<file path="config.mk">
export PLATFORM = sky130hd
export DESIGN_NAME = aim_bot_core
export DESIGN_NICKNAME = d
export VERILOG_FILES = /design/src/video_pkg.sv /design/src/ctrl_pkg.sv /design/src/box_cfg_port.sv /design/src/frame_lane.sv /design/src/lane_select.sv /design/src/aim_bot_core.sv
export SDC_FILE = /design/constraint.sdc
export NUM_CORES = 1
export LEC_CHECK = 0
export ABC_AREA = 1
export BUFFER_PORTS_ARGS = -buffer_cell sky130_fd_sc_hd__buf_2
export CAP_MARGIN = 20
export CORE_ASPECT_RATIO = 0.9
export CORE_MARGIN = 5
export CORE_UTILIZATION = 50
export CTS_BUF_LIST = sky130_fd_sc_hd__clkbuf_2
export DETAILED_ROUTE_END_ITERATION = 8
export PLACE_DENSITY_LB_ADDON = 0.05
export SYNTH_ARGS = -nofsm -noshare
export SYNTH_HDL_FRONTEND = slang
export SYNTH_SLANG_ARGS = --single-unit
</file>
<file path="constraint.sdc">
create_clock -name i_clk -period 5.24 [get_ports i_clk]
set_input_delay 1.31 -clock i_clk [delete_from_list [all_inputs] [get_ports i_clk]]
set_output_delay 1.31 -clock i_clk [all_outputs]
set_load 0.05 [all_outputs]
</file>
<file path="src/video_pkg.sv">
`default_nettype none

package video_pkg;

    // One camera data byte
    typedef logic [7:0] cam_byte_t;

    // Column or row index inside a frame
    typedef logic [11:0] coord_t;

    // One colour channel
    typedef logic [7:0] rgb8_t;

    // Camera bus sample taken once per clock
    typedef struct packed {
        logic      vsync;
        logic      href;
        cam_byte_t data;
    } cam_beat_t;

    // Display pixel pack
    typedef struct packed {
        logic  vsync;
        logic  de;
        rgb8_t r;
        rgb8_t g;
        rgb8_t b;
    } pix_pack_t;

endpackage : video_pkg

`default_nettype wire

</file>
<file path="src/ctrl_pkg.sv">
`default_nettype none

package ctrl_pkg;

    // Camera index
    typedef logic lane_id_t;

    // Top-left corner of the target box
    typedef struct packed {
        video_pkg::coord_t x;
        video_pkg::coord_t y;
    } box_t;

    // Box position request for one lane
    typedef struct packed {
        lane_id_t lane;
        box_t     box;
    } cfg_req_t;

endpackage : ctrl_pkg

`default_nettype wire

</file>
<file path="src/box_cfg_port.sv">
`timescale 1ns/1ns
`default_nettype none

module box_cfg_port #(
    parameter int N_CAM = 2
) (
    input  wire logic               i_clk,
    input  wire logic               i_rst_n,
    input  wire logic               i_cfg_req,
    input  wire ctrl_pkg::cfg_req_t i_cfg,
    output logic                    o_cfg_ack,
    output ctrl_pkg::box_t          o_box_pos [N_CAM]
);

    typedef enum logic {
        IDLE,
        ACKED
    } state_t;

    state_t state_q;

    always_ff @(posedge i_clk) begin
        if (!i_rst_n) begin
            state_q <= IDLE;
            for (int i = 0; i < N_CAM; i++) begin
                o_box_pos[i] <= '0;
            end
        end else begin
            case (state_q)
                IDLE: begin
                    if (i_cfg_req) begin
                        // One write per request to the addressed lane only
                        for (int i = 0; i < N_CAM; i++) begin
                            if (i_cfg.lane == ctrl_pkg::lane_id_t'(i)) begin
                                o_box_pos[i] <= i_cfg.box;
                            end
                        end
                        state_q <= ACKED;
                    end
                end
                ACKED: begin
                    // Hold ack until the master drops req
                    if (!i_cfg_req) begin
                        state_q <= IDLE;
                    end
                end
                default: state_q <= IDLE;
            endcase
        end
    end

    assign o_cfg_ack = (state_q == ACKED);

endmodule : box_cfg_port

`default_nettype wire

</file>
<file path="src/frame_lane.sv">
`timescale 1ns/1ns
`default_nettype none

module frame_lane #(
    parameter int H_ACT    = 1280,
    parameter int V_ACT    = 720,
    parameter int BOX_SIZE = 32
) (
    input  wire logic                 i_clk,
    input  wire logic                 i_rst_n,
    input  wire video_pkg::cam_beat_t i_beat,
    input  wire ctrl_pkg::box_t       i_box,
    output video_pkg::pix_pack_t      o_pack
);

    localparam int EDGE = BOX_SIZE - 1;

    logic                 phase_q;
    logic                 href_q;
    video_pkg::cam_byte_t hi_byte_q;
    video_pkg::coord_t    col_q;
    video_pkg::coord_t    row_q;
    ctrl_pkg::box_t       box_q;
    video_pkg::pix_pack_t pack_q;
    video_pkg::pix_pack_t pack_d;

    logic        pix_done;
    logic [15:0] pix565;
    logic        in_frame;
    logic        in_x;
    logic        in_y;
    logic        on_edge;
    logic        on_box;

    // Second byte of a pair completes the pixel
    assign pix_done = i_beat.href && phase_q;
    assign pix565   = {hi_byte_q, i_beat.data};

    // Outline test against the committed box
    assign in_frame = (int'(col_q) < H_ACT) && (int'(row_q) < V_ACT);
    assign in_x     = (col_q >= box_q.x) && (int'(col_q) <= int'(box_q.x) + EDGE);
    assign in_y     = (row_q >= box_q.y) && (int'(row_q) <= int'(box_q.y) + EDGE);
    assign on_edge  = (col_q == box_q.x) || (int'(col_q) == int'(box_q.x) + EDGE) ||
                      (row_q == box_q.y) || (int'(row_q) == int'(box_q.y) + EDGE);
    assign on_box   = in_frame && in_x && in_y && on_edge;

    always_comb begin
        pack_d       = '0;
        pack_d.vsync = i_beat.vsync;
        if (pix_done) begin
            pack_d.de = 1'b1;
            if (on_box) begin
                pack_d.r = 8'hFF;
                pack_d.g = 8'h00;
                pack_d.b = 8'h00;
            end else begin
                // RGB565 to RGB888 by bit replication
                pack_d.r = {pix565[15:11], pix565[15:13]};
                pack_d.g = {pix565[10:5], pix565[10:9]};
                pack_d.b = {pix565[4:0], pix565[4:2]};
            end
        end
    end

    always_ff @(posedge i_clk) begin
        if (i_beat.href && !phase_q) begin
            hi_byte_q <= i_beat.data;
        end
    end

    always_ff @(posedge i_clk) begin
        if (!i_rst_n) begin
            phase_q <= 1'b0;
            href_q  <= 1'b0;
            col_q   <= '0;
            row_q   <= '0;
            box_q   <= '0;
            pack_q  <= '0;
        end else begin
            href_q <= i_beat.href;
            pack_q <= pack_d;

            if (i_beat.href) begin
                phase_q <= ~phase_q;
            end else begin
                phase_q <= 1'b0;
            end

            // Column is held at 0 between lines
            if (!i_beat.href) begin
                col_q <= '0;
            end else if (pix_done) begin
                col_q <= col_q + 1'b1;
            end

            if (i_beat.vsync) begin
                row_q <= '0;
            end else if (href_q && !i_beat.href) begin
                row_q <= row_q + 1'b1;
            end

            // New box only between frames
            if (i_beat.vsync) begin
                box_q <= i_box;
            end
        end
    end

    assign o_pack = pack_q;

endmodule : frame_lane

`default_nettype wire

</file>
<file path="src/lane_select.sv">
`timescale 1ns/1ns
`default_nettype none

module lane_select #(
    parameter int N_CAM = 2
) (
    input  wire logic                 i_clk,
    input  wire logic                 i_rst_n,
    input  wire ctrl_pkg::lane_id_t   i_cam_sel,
    input  wire video_pkg::pix_pack_t i_packs [N_CAM],
    output video_pkg::pix_pack_t      o_pack
);

    ctrl_pkg::lane_id_t   active_q;
    video_pkg::pix_pack_t pack_q;

    always_ff @(posedge i_clk) begin
        if (!i_rst_n) begin
            active_q <= '0;
            pack_q   <= '0;
        end else begin
            pack_q <= i_packs[active_q];
            // Switch cameras only during the active stream's vsync
            if (i_packs[active_q].vsync) begin
                active_q <= i_cam_sel;
            end
        end
    end

    assign o_pack = pack_q;

endmodule : lane_select

`default_nettype wire

</file>
<file path="src/aim_bot_core.sv">
`timescale 1ns/1ns
`default_nettype none

module aim_bot_core #(
    parameter int N_CAM    = 2,
    parameter int H_ACT    = 1280,
    parameter int V_ACT    = 720,
    parameter int BOX_SIZE = 32
) (
    input  wire logic                 i_clk,
    input  wire logic                 i_rst_n,
    input  wire video_pkg::cam_beat_t i_cam [N_CAM],
    input  wire ctrl_pkg::lane_id_t   i_cam_sel,
    input  wire logic                 i_cfg_req,
    input  wire ctrl_pkg::cfg_req_t   i_cfg,
    output logic                      o_cfg_ack,
    output video_pkg::pix_pack_t      o_pack
);

    ctrl_pkg::box_t       box_pos    [N_CAM];
    video_pkg::pix_pack_t lane_packs [N_CAM];

    box_cfg_port #(
        .N_CAM(N_CAM)
    ) u_cfg_port (
        .i_clk    (i_clk    ),
        .i_rst_n  (i_rst_n  ),
        .i_cfg_req(i_cfg_req),
        .i_cfg    (i_cfg    ),
        .o_cfg_ack(o_cfg_ack),
        .o_box_pos(box_pos  )
    );

    // One lane per camera
    for (genvar g = 0; g < N_CAM; g++) begin : g_lane
        frame_lane #(
            .H_ACT   (H_ACT   ),
            .V_ACT   (V_ACT   ),
            .BOX_SIZE(BOX_SIZE)
        ) u_lane (
            .i_clk  (i_clk        ),
            .i_rst_n(i_rst_n      ),
            .i_beat (i_cam[g]     ),
            .i_box  (box_pos[g]   ),
            .o_pack (lane_packs[g])
        );
    end

    lane_select #(
        .N_CAM(N_CAM)
    ) u_select (
        .i_clk    (i_clk     ),
        .i_rst_n  (i_rst_n   ),
        .i_cam_sel(i_cam_sel ),
        .i_packs  (lane_packs),
        .o_pack   (o_pack    )
    );

endmodule : aim_bot_core

`default_nettype wire

</file>
# Word-level counts from Yosys, hierarchy flattened

Index checks and enable logic that the tools add are counted.

Mux-type cells: 8
$lt $le $gt $ge: 13
Equality and inequality tests: 8
Reduce and logical (&&, ||, !) cells: 38
Bitwise operators: 8
Add/subtract/negate cells: 8

Operator list:

| kind                    | number |
|---|---|
| $eq A13 B32 Y1          | 4 |
| $le A13 B32 Y1          | 4 |
| $mux W26                | 3 |
| $add A12 B5 Y13 const B | 4 |
| $mux W25                | 2 |
| $add A12 B1 Y12 const B | 4 |
| $eq A12 B12 Y1          | 4 |
| $ge A12 B12 Y1          | 4 |
| $mux W24                | 2 |
| $lt A12 B10 Y1 const B  | 2 |
| $lt A12 B11 Y1 const B  | 2 |
| $logic_and A1 B1 Y1     | 18 |
| $reduce_and A2 Y1       | 4 |
| $not A1 Y1              | 7 |
| $logic_or A1 B1 Y1      | 6 |
| $reduce_and A3 Y1       | 2 |
| $reduce_or A3 Y1        | 2 |
| $logic_not A1 Y1        | 4 |
| $reduce_or A2 Y1        | 2 |
| $ge A2 B2 Y1 const B    | 1 |
| $not A1 Y2              | 1 |
| $mux W1                 | 1 |

Output and inout port bits: 27
Flip-flop bits (word level): 244
Logic and storage cells: 118
Bits of input ports: 49

# Logic depth before layout (Yosys ltp)

Gate-level depths: netlist of run 1.

Depth after elaboration: 8
Gate-level depth with buffers: 20
Gate-level depth less buffers: 19

# Hierarchy

Synthesis of run 1 repeated with hierarchy kept, for this count alone.

Cell total of the unflattened synthesis: 1569
Area, all modules: 11761.3 um^2

Modules (own cells, without submodules):

| module       | times used | sequential area each (um^2) | area an instance (um^2) | cells an instance |
|---|---|---|---|---|
| frame_lane   | 2          | 1601.5                      | 4340.4                  | 569 |
| box_cfg_port | 1          | 980.9                       | 2109.5                  | 315 |
| lane_select  | 1          | 540.5                       | 970.9                   | 116 |

# Worst setup path after synthesis of run 1

OpenSTA, ideal clock, no wires.

Path kind: register to register
From: register g_lane[0].u_lane.box_q[0] (netlist name)
To: register g_lane[0].u_lane.pack_q (netlist bit g_lane[0].u_lane.o_pack[10])
Library setup time: 112 ps
Cell stages (with the launch flop): 18
Clock period less this slack: 2522 ps
Arrival: 2410 ps
Path buffers: 1
Data required time: 5128 ps
Path slack: 2718 ps
Cell sequence: dfxtp_1 > inv_1 > ha_1 > nand3_2 > o21ai_0 > nor4_1 > xor2_1 > ha_1 > nand2_1 > nor2_1 > nand3_1 > nor2_1 > nor2_1 > nor2_1 > nand3_4 > nand2_4 > buf_6 > nor2_2

Longest elaborated chain between the ends: 6
Elaborated cells on any way between the ends: 11
Classes of those cells: add/sub: 1; order compare: 2; eq/ne: 2; reduce/logical: 6

RTL lines:

| what                         | line                               | source |
|---|---|---|
| from (decl)                  | frame_lane.sv:23                   | `ctrl_pkg::box_t box_q;` |
| from (signal assigned)       | frame_lane.sv:104                  | `box_q <= i_box;` |
| $add A12 B5 Y13              | frame_lane.sv:42, frame_lane.sv:44 |  |
| $le A13 B32 Y1               | frame_lane.sv:42                   | `assign in_y = (row_q >= box_q.y) && (int'(row_q) <= int'(box_q.y) + EDGE);` |
| $logic_and A1 B1 Y1          | frame_lane.sv:42                   |  |
| $logic_and A1 B1 Y1          | frame_lane.sv:45                   | `assign on_box = in_frame && in_x && in_y && on_edge;` |
| $logic_and A1 B1 Y1 *        | frame_lane.sv:45                   |  |
| $reduce_or A3 Y1 (no line) * | --                                 |  |
| to (signal assigned)         | frame_lane.sv:81                   | `pack_q <= pack_d;` |
| to (decl)                    | frame_lane.sv:24                   | `video_pkg::pix_pack_t pack_q;` |

Every way passes the cells marked *; elsewhere a longest branch is shown, timed or not.
A chain may end at the register's enable or synchronous reset.

# Worst setup path after layout of run 1

From: register g_lane[1].u_lane.box_q[0] (netlist name)
To: register g_lane[1].u_lane.pack_q (netlist bit g_lane[1].u_lane.o_pack[6])

Longest elaborated chain between the ends: 6
Elaborated cells on any way between the ends: 11
Classes of those cells: add/sub: 1; order compare: 2; eq/ne: 2; reduce/logical: 6

RTL lines:

| what                         | line |
|---|---|
| from (decl)                  | frame_lane.sv:23 |
| from (signal assigned)       | frame_lane.sv:104 |
| $add A12 B5 Y13              | frame_lane.sv:42, frame_lane.sv:44 |
| $le A13 B32 Y1               | frame_lane.sv:42 |
| $logic_and A1 B1 Y1          | frame_lane.sv:42 |
| $logic_and A1 B1 Y1          | frame_lane.sv:45 |
| $logic_and A1 B1 Y1 *        | frame_lane.sv:45 |
| $reduce_or A3 Y1 (no line) * | -- |
| to (signal assigned)         | frame_lane.sv:81 |
| to (decl)                    | frame_lane.sv:24 |

Marks and branches as above.

==> results of run 1 <==
==> where the power goes <==
part | internal, mW | switching [mW]
sequential | 1.75 | 0.0297
clock | 0.456 | 0.672
combinational | 0.132 | 0.267
==> synth_stat cells (all sizes together) <==
library cell / count
nand2: 187
o21bai: 5
a21oi: 116
and2: 2
buf: 13
a211oi: 2
xor2: 37
dfxtp: 204
o21ai: 113
inv: 213
nor3: 22
nor2: 189
a31oi: 2
nand4: 16
xnor2: 4
ha: 104
nor4: 3
nand3b: 2
a31o: 2
a21o: 2
clkbuf: 26
edfxtp: 16
clkinv: 4
or2: 2
nand3: 45
nor3b: 2
o21a: 6
o22ai: 41
==> cells in the final DEF, fill, tap and decap left out, types with 41 or more instances in the layout <==
cell type  Yosys  final
a21oi_1      116    116
buf_2          2     75
clkbuf_2       0     79
dfxtp_1      204    204
ha_1         104    104
inv_1        210    210
nand2_1      182    182
nand3_1       41     41
nor2_1       176    176
o21ai_0      110    110
o22ai_1       41     41
==> layer usage <==
layer | track usage (%) | vias up | share of wire (%)
met1 | 28.89 | 3826 | 52
met3 | 3.415 | 37 | 3.6
met5 | 0 | - | 0
met4 | 6.819 | 0 | 2.4
li1 | - | 4735 | -
met2 | 28.73 | 134 | 42
==> through the flow <==
step                hold WS, ps  utilization [%]  worst slack [ps]  std cells  area, um^2
global placement          443.7            53.02              1918       1709       11370
detailed placement        437.9            53.02              1927       1709       11370
global route              475.6            55.53              1939       1813       11910
floorplan                 423.1                -              2718       1380       10810
CTS                       461.9            55.37              2300       1809       11870
finish                    457.5            55.53              2316       1813       11910
==> sequential cells by signal, indices dropped and copies added, names as in the netlist <==
name,flops
u_select.o_pack,18
g_lane.u_lane.hi_byte_q,16
u_select.active_q,1
g_lane.u_lane.phase_q,2
u_cfg_port.o_box_pos,48
g_lane.u_lane.o_pack,36
g_lane.u_lane.box_q,48
u_cfg_port.o_cfg_ack,1
g_lane.u_lane.col_q,24
g_lane.u_lane.row_q,24
g_lane.u_lane.href_q,2
==> logic make-up after synthesis <==
logic type      share of synthesized area (%)
simple gates                            18.78
fa+ha+maj                               12.04
compound gates                          14.30
flops                                   42.23
xor+xnor                                3.322
buf+inv                                 9.331
==> worst reg2reg max path, cell delays in order (launching register included) <==
cell	delay (ps)
dfxtp_1	350
inv_1	100
ha_1	250
nand3_1	120
nand2_1	100
nor3_1	210
xor2_1	130
ha_1	280
nand2_1	60
nor2_1	180
nand2_1	80
nor2_1	130
inv_1	50
nor2_1	120
nor2_1	60
nor2_1	120
nand3_2	170
nand2_2	280
nor2_1	80
==> worst min-delay path by stage <==
stage	to	depth (start not counted)	slack (ps)
after global routing	u_cfg_port.o_box_pos[3]	2	480
after floorplan	g_lane[0].u_lane.box_q[4]	2	420
after detailed placement	u_select.o_pack[18]	2	440
after CTS	u_cfg_port.o_box_pos[23]	2	460
after global placement	u_cfg_port.o_box_pos[23]	2	440
final	g_lane[0].u_lane.box_q[8]	2	460
==> layout make-up <==
cell class,instances,area (um^2),share of cell area [%]
diodes,3,7.507,0.06305
clock buffers,79,395.4,3.321
clock inverters,21,107.6,0.9037
inverters,217,814.5,6.841
multi-input cells,904,5235,43.97
flip-flops and latches,220,4564,38.34
well taps,291,364.1,3.058
repair buffers,78,417.9,3.510
==> results.toml, run 1 <==
[global_routing]
grt_pass1_wl_mm = 39.14
antenna_found_initial = 3
grtUsageTotal_pct = 19.54
grt_overflow = 0
grt_pass1_vias = 8093
grt_max_degree = 72

[final_layout]
drive_above_1_share_pct = 12.71
final_nets = 1628
areaGrowthSynthToFinish_pct = 10.16
fill_cells = 2129

[critical_path]
path_delay_family = "simple AND/OR/NAND/NOR gates"
cp.arrival_ps = 3610
reg2reg_slack_ps = 2320
path_depth = 18
path_buf_inv = 2
worstPathCellList = "inv_1 > ha_1 > nand3_1 > nand2_1 > nor3_1 > xor2_1 > ha_1 > nand2_1 > nor2_1 > nand2_1 > nor2_1 > inv_1 > nor2_1 > nor2_1 > nor2_1 > nand3_2 > nand2_2 > nor2_1"
r2r_cells = 18
rr_endpoint = "g_lane[1].u_lane.o_pack[6]"
cp-endpoint = "g_lane[1].u_lane.o_pack[6]"
cpMaxStageDelayCell = "dfxtp_1"
crit_path_end_kind = "flop"
crit_required_ps = 5920
critPathKind = "flop to flop"
reg2reg_from = "g_lane[1].u_lane.box_q[0]"
startpoint_type = "flop"
crit_path_frequent_cell = "nor2_1"
critPathLaunch = "g_lane[1].u_lane.box_q[0]"
cpPeakStageDelay_ps = 350
path_max_fanout = 11

[clock_tree]
postCtsHoldBufs = 0
cts.repair.resized = 0
cts_sinks = 220
cts_inserted_buffers = 54
clock_latency_ps = 800
cts_max_level = 2
clockBufferDepth = 3
post_cts_buffers = 0
cts.clk_slew.worst_paths_ps = 110
clockRootBuffer = "clkbuf_2"
cts_tree = "yes"

[floorplan]
dieArea_um2 = 24660
fp.dieH_um = 149.5
io_pins = 76
std_cell_rows = 51
fp.dieW_um = 165.0
core_um2 = 21440
initial_core_util_pct = 50.41

[route]
viasPerCell = 4.816
postRouteAntennaNets = 0
drc_errors = 0
totalWireLength_mm = 23.60
wl_per_cell_um = 13.02
dr_total_vias = 8732
drtIter0Drc = 406
drt-pass1-iter-count = 5

[power]
powerDensity_nw_per_um2 = 278.2
p_leak_nw = 5.476
max-vdd-ir-drop_mv = 0.1421
total_power_mw = 3.312

[yosys]
yosysWarnings = 0
synth_fp_nets = 1533
seq_area_frac_synth_pct = 42.23
synthTopCellsByArea = "dfxtp_1, ha_1, inv_1"
synth_seq_cells = 220
avgSynthCellArea_um2 = 7.832
netlist-cell-type-count = 41
synth_top_cell_by_area = "dfxtp_1"
synthCells = 1380
synth_area_um2 = 10810
synth_top_area_share_pct = 37.79

[timing]
worstMarginPinSlew_ps = 909.4
rsz0062_at_grt = "false"
max_slew_margin_pct = 39.15
fin_skew_ps = 47.49
finalSetupViolations = 0
hold_viol_final = 0
period_share_pct = 55.81
fin_crit_ps = 2924
setup-tns-final_ps = 0
max_freq_mhz = 342.0
maxSlewViolCount = 0

[placement]
gp_congestion = 0.7925
port_buffers = 75
place_hpwl_mm = 17.83

[min_path]
min-delay-start = "u_cfg_port.o_box_pos[32]"
min_path_type = "flop to flop"

[outcome]
status = "completed"

[job]
maxCapViolCount = 0
(Power assumes the default switching activity.)
==> inputs of run 2 (changes only) <==
Clock period 5.24 ns to 2.6 ns, I/O delays scaled along.
==> results.toml, run 2 (same netlist as run 1, synthesis figures left out) <==
[global_routing]
grt_overflow = 0
grtUsageTotal_pct = 20.47
antenna_found_initial = 1
grt_max_degree = 49
grt_pass1_wl_mm = 41.27
grt_pass1_vias = 8647

[floorplan]
std_cell_rows = 51
io_pins = 76
core_um2 = 21440
fp.dieW_um = 165.0
initial_core_util_pct = 50.41
fp.dieH_um = 149.5
dieArea_um2 = 24660

[final_layout]
mostFrequentLayoutCells = "inv_1, dfxtp_1, nand2_1, nor2_1, a21oi_1"
drive_above_1_share_pct = 20.49
areaGrowthSynthToFinish_pct = 18.62
final_cells = 1884
final_common_cell = "inv_1"
final_core_util_pct = 59.79
final_nets = 1707

[timing]
rsz0062_at_grt = "true"
fin_skew_ps = 41.04
hold_viol_final = 0
max_slew_margin_pct = 43.16
worstMarginPinSlew_ps = 849.5
finalSetupViolations = 9
period_share_pct = 101.0
timing.final.ws_setup_ps = -25.20
maxSlewViolCount = 0
max_freq_mhz = 380.9
fin_crit_ps = 2625

[critical_path]
crit_path_end_kind = "flop"
cp.arrival_ps = 3320
r2r_cells = 19
path_max_fanout = 5
startpoint_type = "flop"
critPathKind = "flop to flop"
crit_required_ps = 3300

[power]
clkPwrFrac_pct = 32.5
max-vdd-ir-drop_mv = 0.2565
p_seq_share_pct = 52.2
comb_power_share_pct = 15.3
switchingPower_mw = 2.027
p_int_mw = 4.861
p_leak_nw = 5.890
switching_share_pct = 29.42
powerDensity_nw_per_um2 = 537.3

[min_path]
min_path_type = "input port to flop"
hold_depth = 3

[clock_tree]
clockRootBuffer = "clkbuf_2"
cts.clk_slew.worst_paths_ps = 100
cts_inserted_buffers = 54
cts_sinks = 220
cts_max_level = 2
clock_latency_ps = 790
cts_tree = "yes"
clockBufferDepth = 3

[job]
maxCapViolCount = 0

[route]
dr_total_vias = 9117
drtIter0Drc = 429
drc_errors = 0
drt-pass1-iter-count = 5
totalWireLength_mm = 25.27
viasPerCell = 4.839
postRouteAntennaNets = 0
wl_per_cell_um = 13.41

[placement]
place_hpwl_mm = 18.58
dp.cells = 1764
post-place-ws_ps = -143.8
port_buffers = 75
gp_congestion = 0.8541

[outcome]
failed_checks = "setup timing"
status = "finished, violations left"
==> run 2: changes by cell type in the layout (fill, tap and decap cells not counted), sizes merged <==
cell	change
buf	+59
clkinv	-7
clkinvlp	+1
diode	-1
dlygate4sd3	+18
inv	-1
nand2	+2
==> run 2: power by group through the flow <==
stage,Sequential [mW],Clock (mW),Combinational [mW]
global route,3.61,2.54,1.18
CTS,3.59,2.36,0.933
floorplan,3.70,0,0.560
detailed placement,3.67,0,0.893
finish,3.60,2.24,1.05
global placement,3.67,0,0.881
==> run 2: per-stage QoR <==
step           instance area, um^2  setup TNS [ps]  hold WS [ps]  total power, mW
2_1_floorplan                10810               0         423.1            4.257
3_3_place_gp                 11790          -770.9         442.1            4.548
3_5_place_dp                 11790           -1917         442.9            4.563
4_1_cts                      12490               0      0.003941            6.882
5_1_grt                      12820           -2824         14.83            7.334
6_report                     12820          -72.42         106.0            6.888
==> run 2: path summary, 6_finish.rpt <==
check | start | endpoint | slack, ps
worst min-delay path | i_cam_sel | u_select.active_q | 110
worst max register to register | g_lane[1].u_lane.box_q[1] | g_lane[1].u_lane.o_pack[21] | -30
worst min register to register | u_cfg_port.o_box_pos[1] | u_cfg_port.o_box_pos[1] | 460
worst max-delay path | g_lane[1].u_lane.box_q[1] | g_lane[1].u_lane.o_pack[21] | -30
==> run 2: critical path: stages, from the launching register on <==
cell	delay (ps)
dfxtp_1	360
inv_1	70
ha_1	220
nand3_2	100
nand2_2	80
nor3_2	130
xor2_1	160
ha_1	250
nand2_2	100
nor2_4	50
buf_4	120
and2_1	130
nand2_1	60
nand3_1	60
nand2_1	60
inv_1	40
nor2_2	130
nand3_4	150
buf_6	170
a21oi_2	110
==> run 2: timing repair <==
| action | 4_1_cts | 5_1_grt |
|---|---|---|
| hold buffers | 18 | 0 |
| gates cloned | 0 | 2 |
| hold endpoints to repair | 32 | 0 |
| setup buffers | 0 | 5 |
| gates resized for setup | 12 | 77 |
| endpoints found under the setup margin | 32 | 32 |
| pin swaps | 7 | 48 |
==> run 2: per-layer routing <==
metal / share of wire [%] / GRT usage (%)
met1: 50 / 28.96
met2: 45 / 31.97
met3: 4.0 / 3.911
met4: 1.9 / 5.904
met5: 0 / 0
==> run 2: cell type report <==
cell class	count	area, um^2
flip-flops and latches	220	4579
multi-input cells	906	5520
clock inverters	14	85.08
repair buffers	155	1054
well taps	291	364.1
clock buffers	79	395.4
diodes	2	5.005
fillers	2034	8621
inverters	217	817.0
==> inputs of run 3 (changes only) <==
Clock period 2.6 ns to 3.06 ns, I/O delays scaled along.
==> results.toml, run 3 (same netlist as run 1, synthesis figures left out) <==
[clock_tree]
cts_max_level = 2
cts.clk_slew.worst_paths_ps = 110
clockBufferDepth = 3
clock_latency_ps = 800
clockRootBuffer = "clkbuf_2"
cts_sinks = 220
cts_tree = "yes"
cts_inserted_buffers = 53
post_cts_buffers = 0

[global_routing]
grt_pass1_wl_mm = 39.86
grtUsageTotal_pct = 19.77
grt_overflow = 0
grt_pass1_vias = 8324
antenna_found_initial = 2
grt_max_degree = 49

[power]
max-vdd-ir-drop_mv = 0.2843
powerDensity_nw_per_um2 = 486.9
p_leak_nw = 5.518
total_power_mw = 5.853

[placement]
port_buffers = 75
place_hpwl_mm = 18.14
gp_congestion = 0.8568

[timing]
max_freq_mhz = 350.8
setup-tns-final_ps = 0
maxSlewViolCount = 0
finalSetupViolations = 0
worstMarginPinSlew_ps = 975.5
fin_skew_ps = 57.87
hold_viol_final = 0
rsz0062_at_grt = "false"
period_share_pct = 93.15
fin_crit_ps = 2850
max_slew_margin_pct = 34.89

[critical_path]
crit_path_end_kind = "flop"
cp.arrival_ps = 3530
crit_required_ps = 3740
critPathKind = "flop to flop"
path_max_fanout = 7
startpoint_type = "flop"
reg2reg_slack_ps = 210

[route]
viasPerCell = 4.868
drc_errors = 0
dr_total_vias = 8850
wl_per_cell_um = 13.37
totalWireLength_mm = 24.30
drt-pass1-iter-count = 5
drtIter0Drc = 493
postRouteAntennaNets = 0

[min_path]
min_path_type = "input port to flop"

[floorplan]
core_um2 = 21440
fp.dieH_um = 149.5
io_pins = 76
fp.dieW_um = 165.0
dieArea_um2 = 24660
std_cell_rows = 51
initial_core_util_pct = 50.41

[final_layout]
mostFrequentLayoutCells = "inv_1, dfxtp_1, nand2_1, nor2_1, a21oi_1"
drive_above_1_share_pct = 13.05
final_common_cell = "inv_1"
fill_cells = 2169
areaGrowthSynthToFinish_pct = 11.23
final_nets = 1635

[job]
maxCapViolCount = 0

[outcome]
status = "completed"
## run 3: cell count changes in the layout (fill, tap and decap cells not counted), sizes merged
cell,delta
dlygate4sd3,-18
buf,-53
bufinv,+2
clkbuf,-7
clkinvlp,-1
clkinv,+11
## run 3: worst paths after layout
path	from	end	depth (start not counted)
worst max-delay path	g_lane[0].u_lane.box_q[0]	g_lane[0].u_lane.o_pack[19]	15
worst min-delay path	i_cam[12]	g_lane[0].u_lane.hi_byte_q[2]	1
worst max register to register	g_lane[0].u_lane.box_q[0]	g_lane[0].u_lane.o_pack[19]	15
worst min register to register	g_lane[1].u_lane.hi_byte_q[0]	g_lane[1].u_lane.o_pack[13]	2
## run 3: report_power, final
part / total, mW / internal (mW) / switching [mW]
logic: 0.726 / 0.237 / 0.489
registers: 3.06 / 3.01 / 0.0511
clock network: 2.07 / 0.901 / 1.17
total: 5.85 / 4.14 / 1.71
## run 3: cell type report
class / count / area, um^2 / area share, %
Timing Repair Buffer: 84 / 442.9 / 3.684
Clock buffer: 72 / 360.3 / 2.998
Clock inverter: 26 / 178.9 / 1.488
Multi-Input combinational cell: 906 / 5290 / 44.01
Antenna cell: 2 / 5.005 / 0.04163
Sequential cell: 220 / 4566 / 37.98
Tap cell: 291 / 364.1 / 3.029
Inverter: 217 / 814.5 / 6.776
## run 3: stage by stage
step	cell area, um^2	instances	utilization (%)	setup slack [ps]	hold slack (ps)
3_5_place_dp	11420	1716	53.27	205.2	441.2
3_3_place_gp	11420	1716	53.27	273.6	441.5
2_1_floorplan	10810	1380	-	538.3	423.1
4_1_cts	11960	1814	55.78	174.3	55.84
5_1_grt	12020	1818	56.07	19.20	50.63
6_report	12020	1818	56.07	209.5	165.8
## run 3: critical path: stages (launching register included)
cell	delay [ps]
dfxtp_2	360
inv_1	70
ha_1	230
nand3_2	110
o21ai_0	130
nor4_1	330
xor2_1	120
ha_1	280
nand2_1	70
nor2_2	150
nand3_1	90
nor2_1	150
nor2_1	60
nor2_1	170
nand3_4	200
a21oi_1	220
## run 3: repair_timing
| item | CTS | global route |
|---|---|---|
| setup endpoints to repair | 0 | 22 |
| resized for setup | 0 | 8 |
| hold buffers | 0 | 0 |
## run 3: layer usage
metal	vias to the layer above	track usage, %	routed length (um)
met5	-	0	0
met3	43	3.360	853
met4	0	6.944	498
met2	142	30.16	10470
met1	3911	28.33	12480
li1	4754	-	-
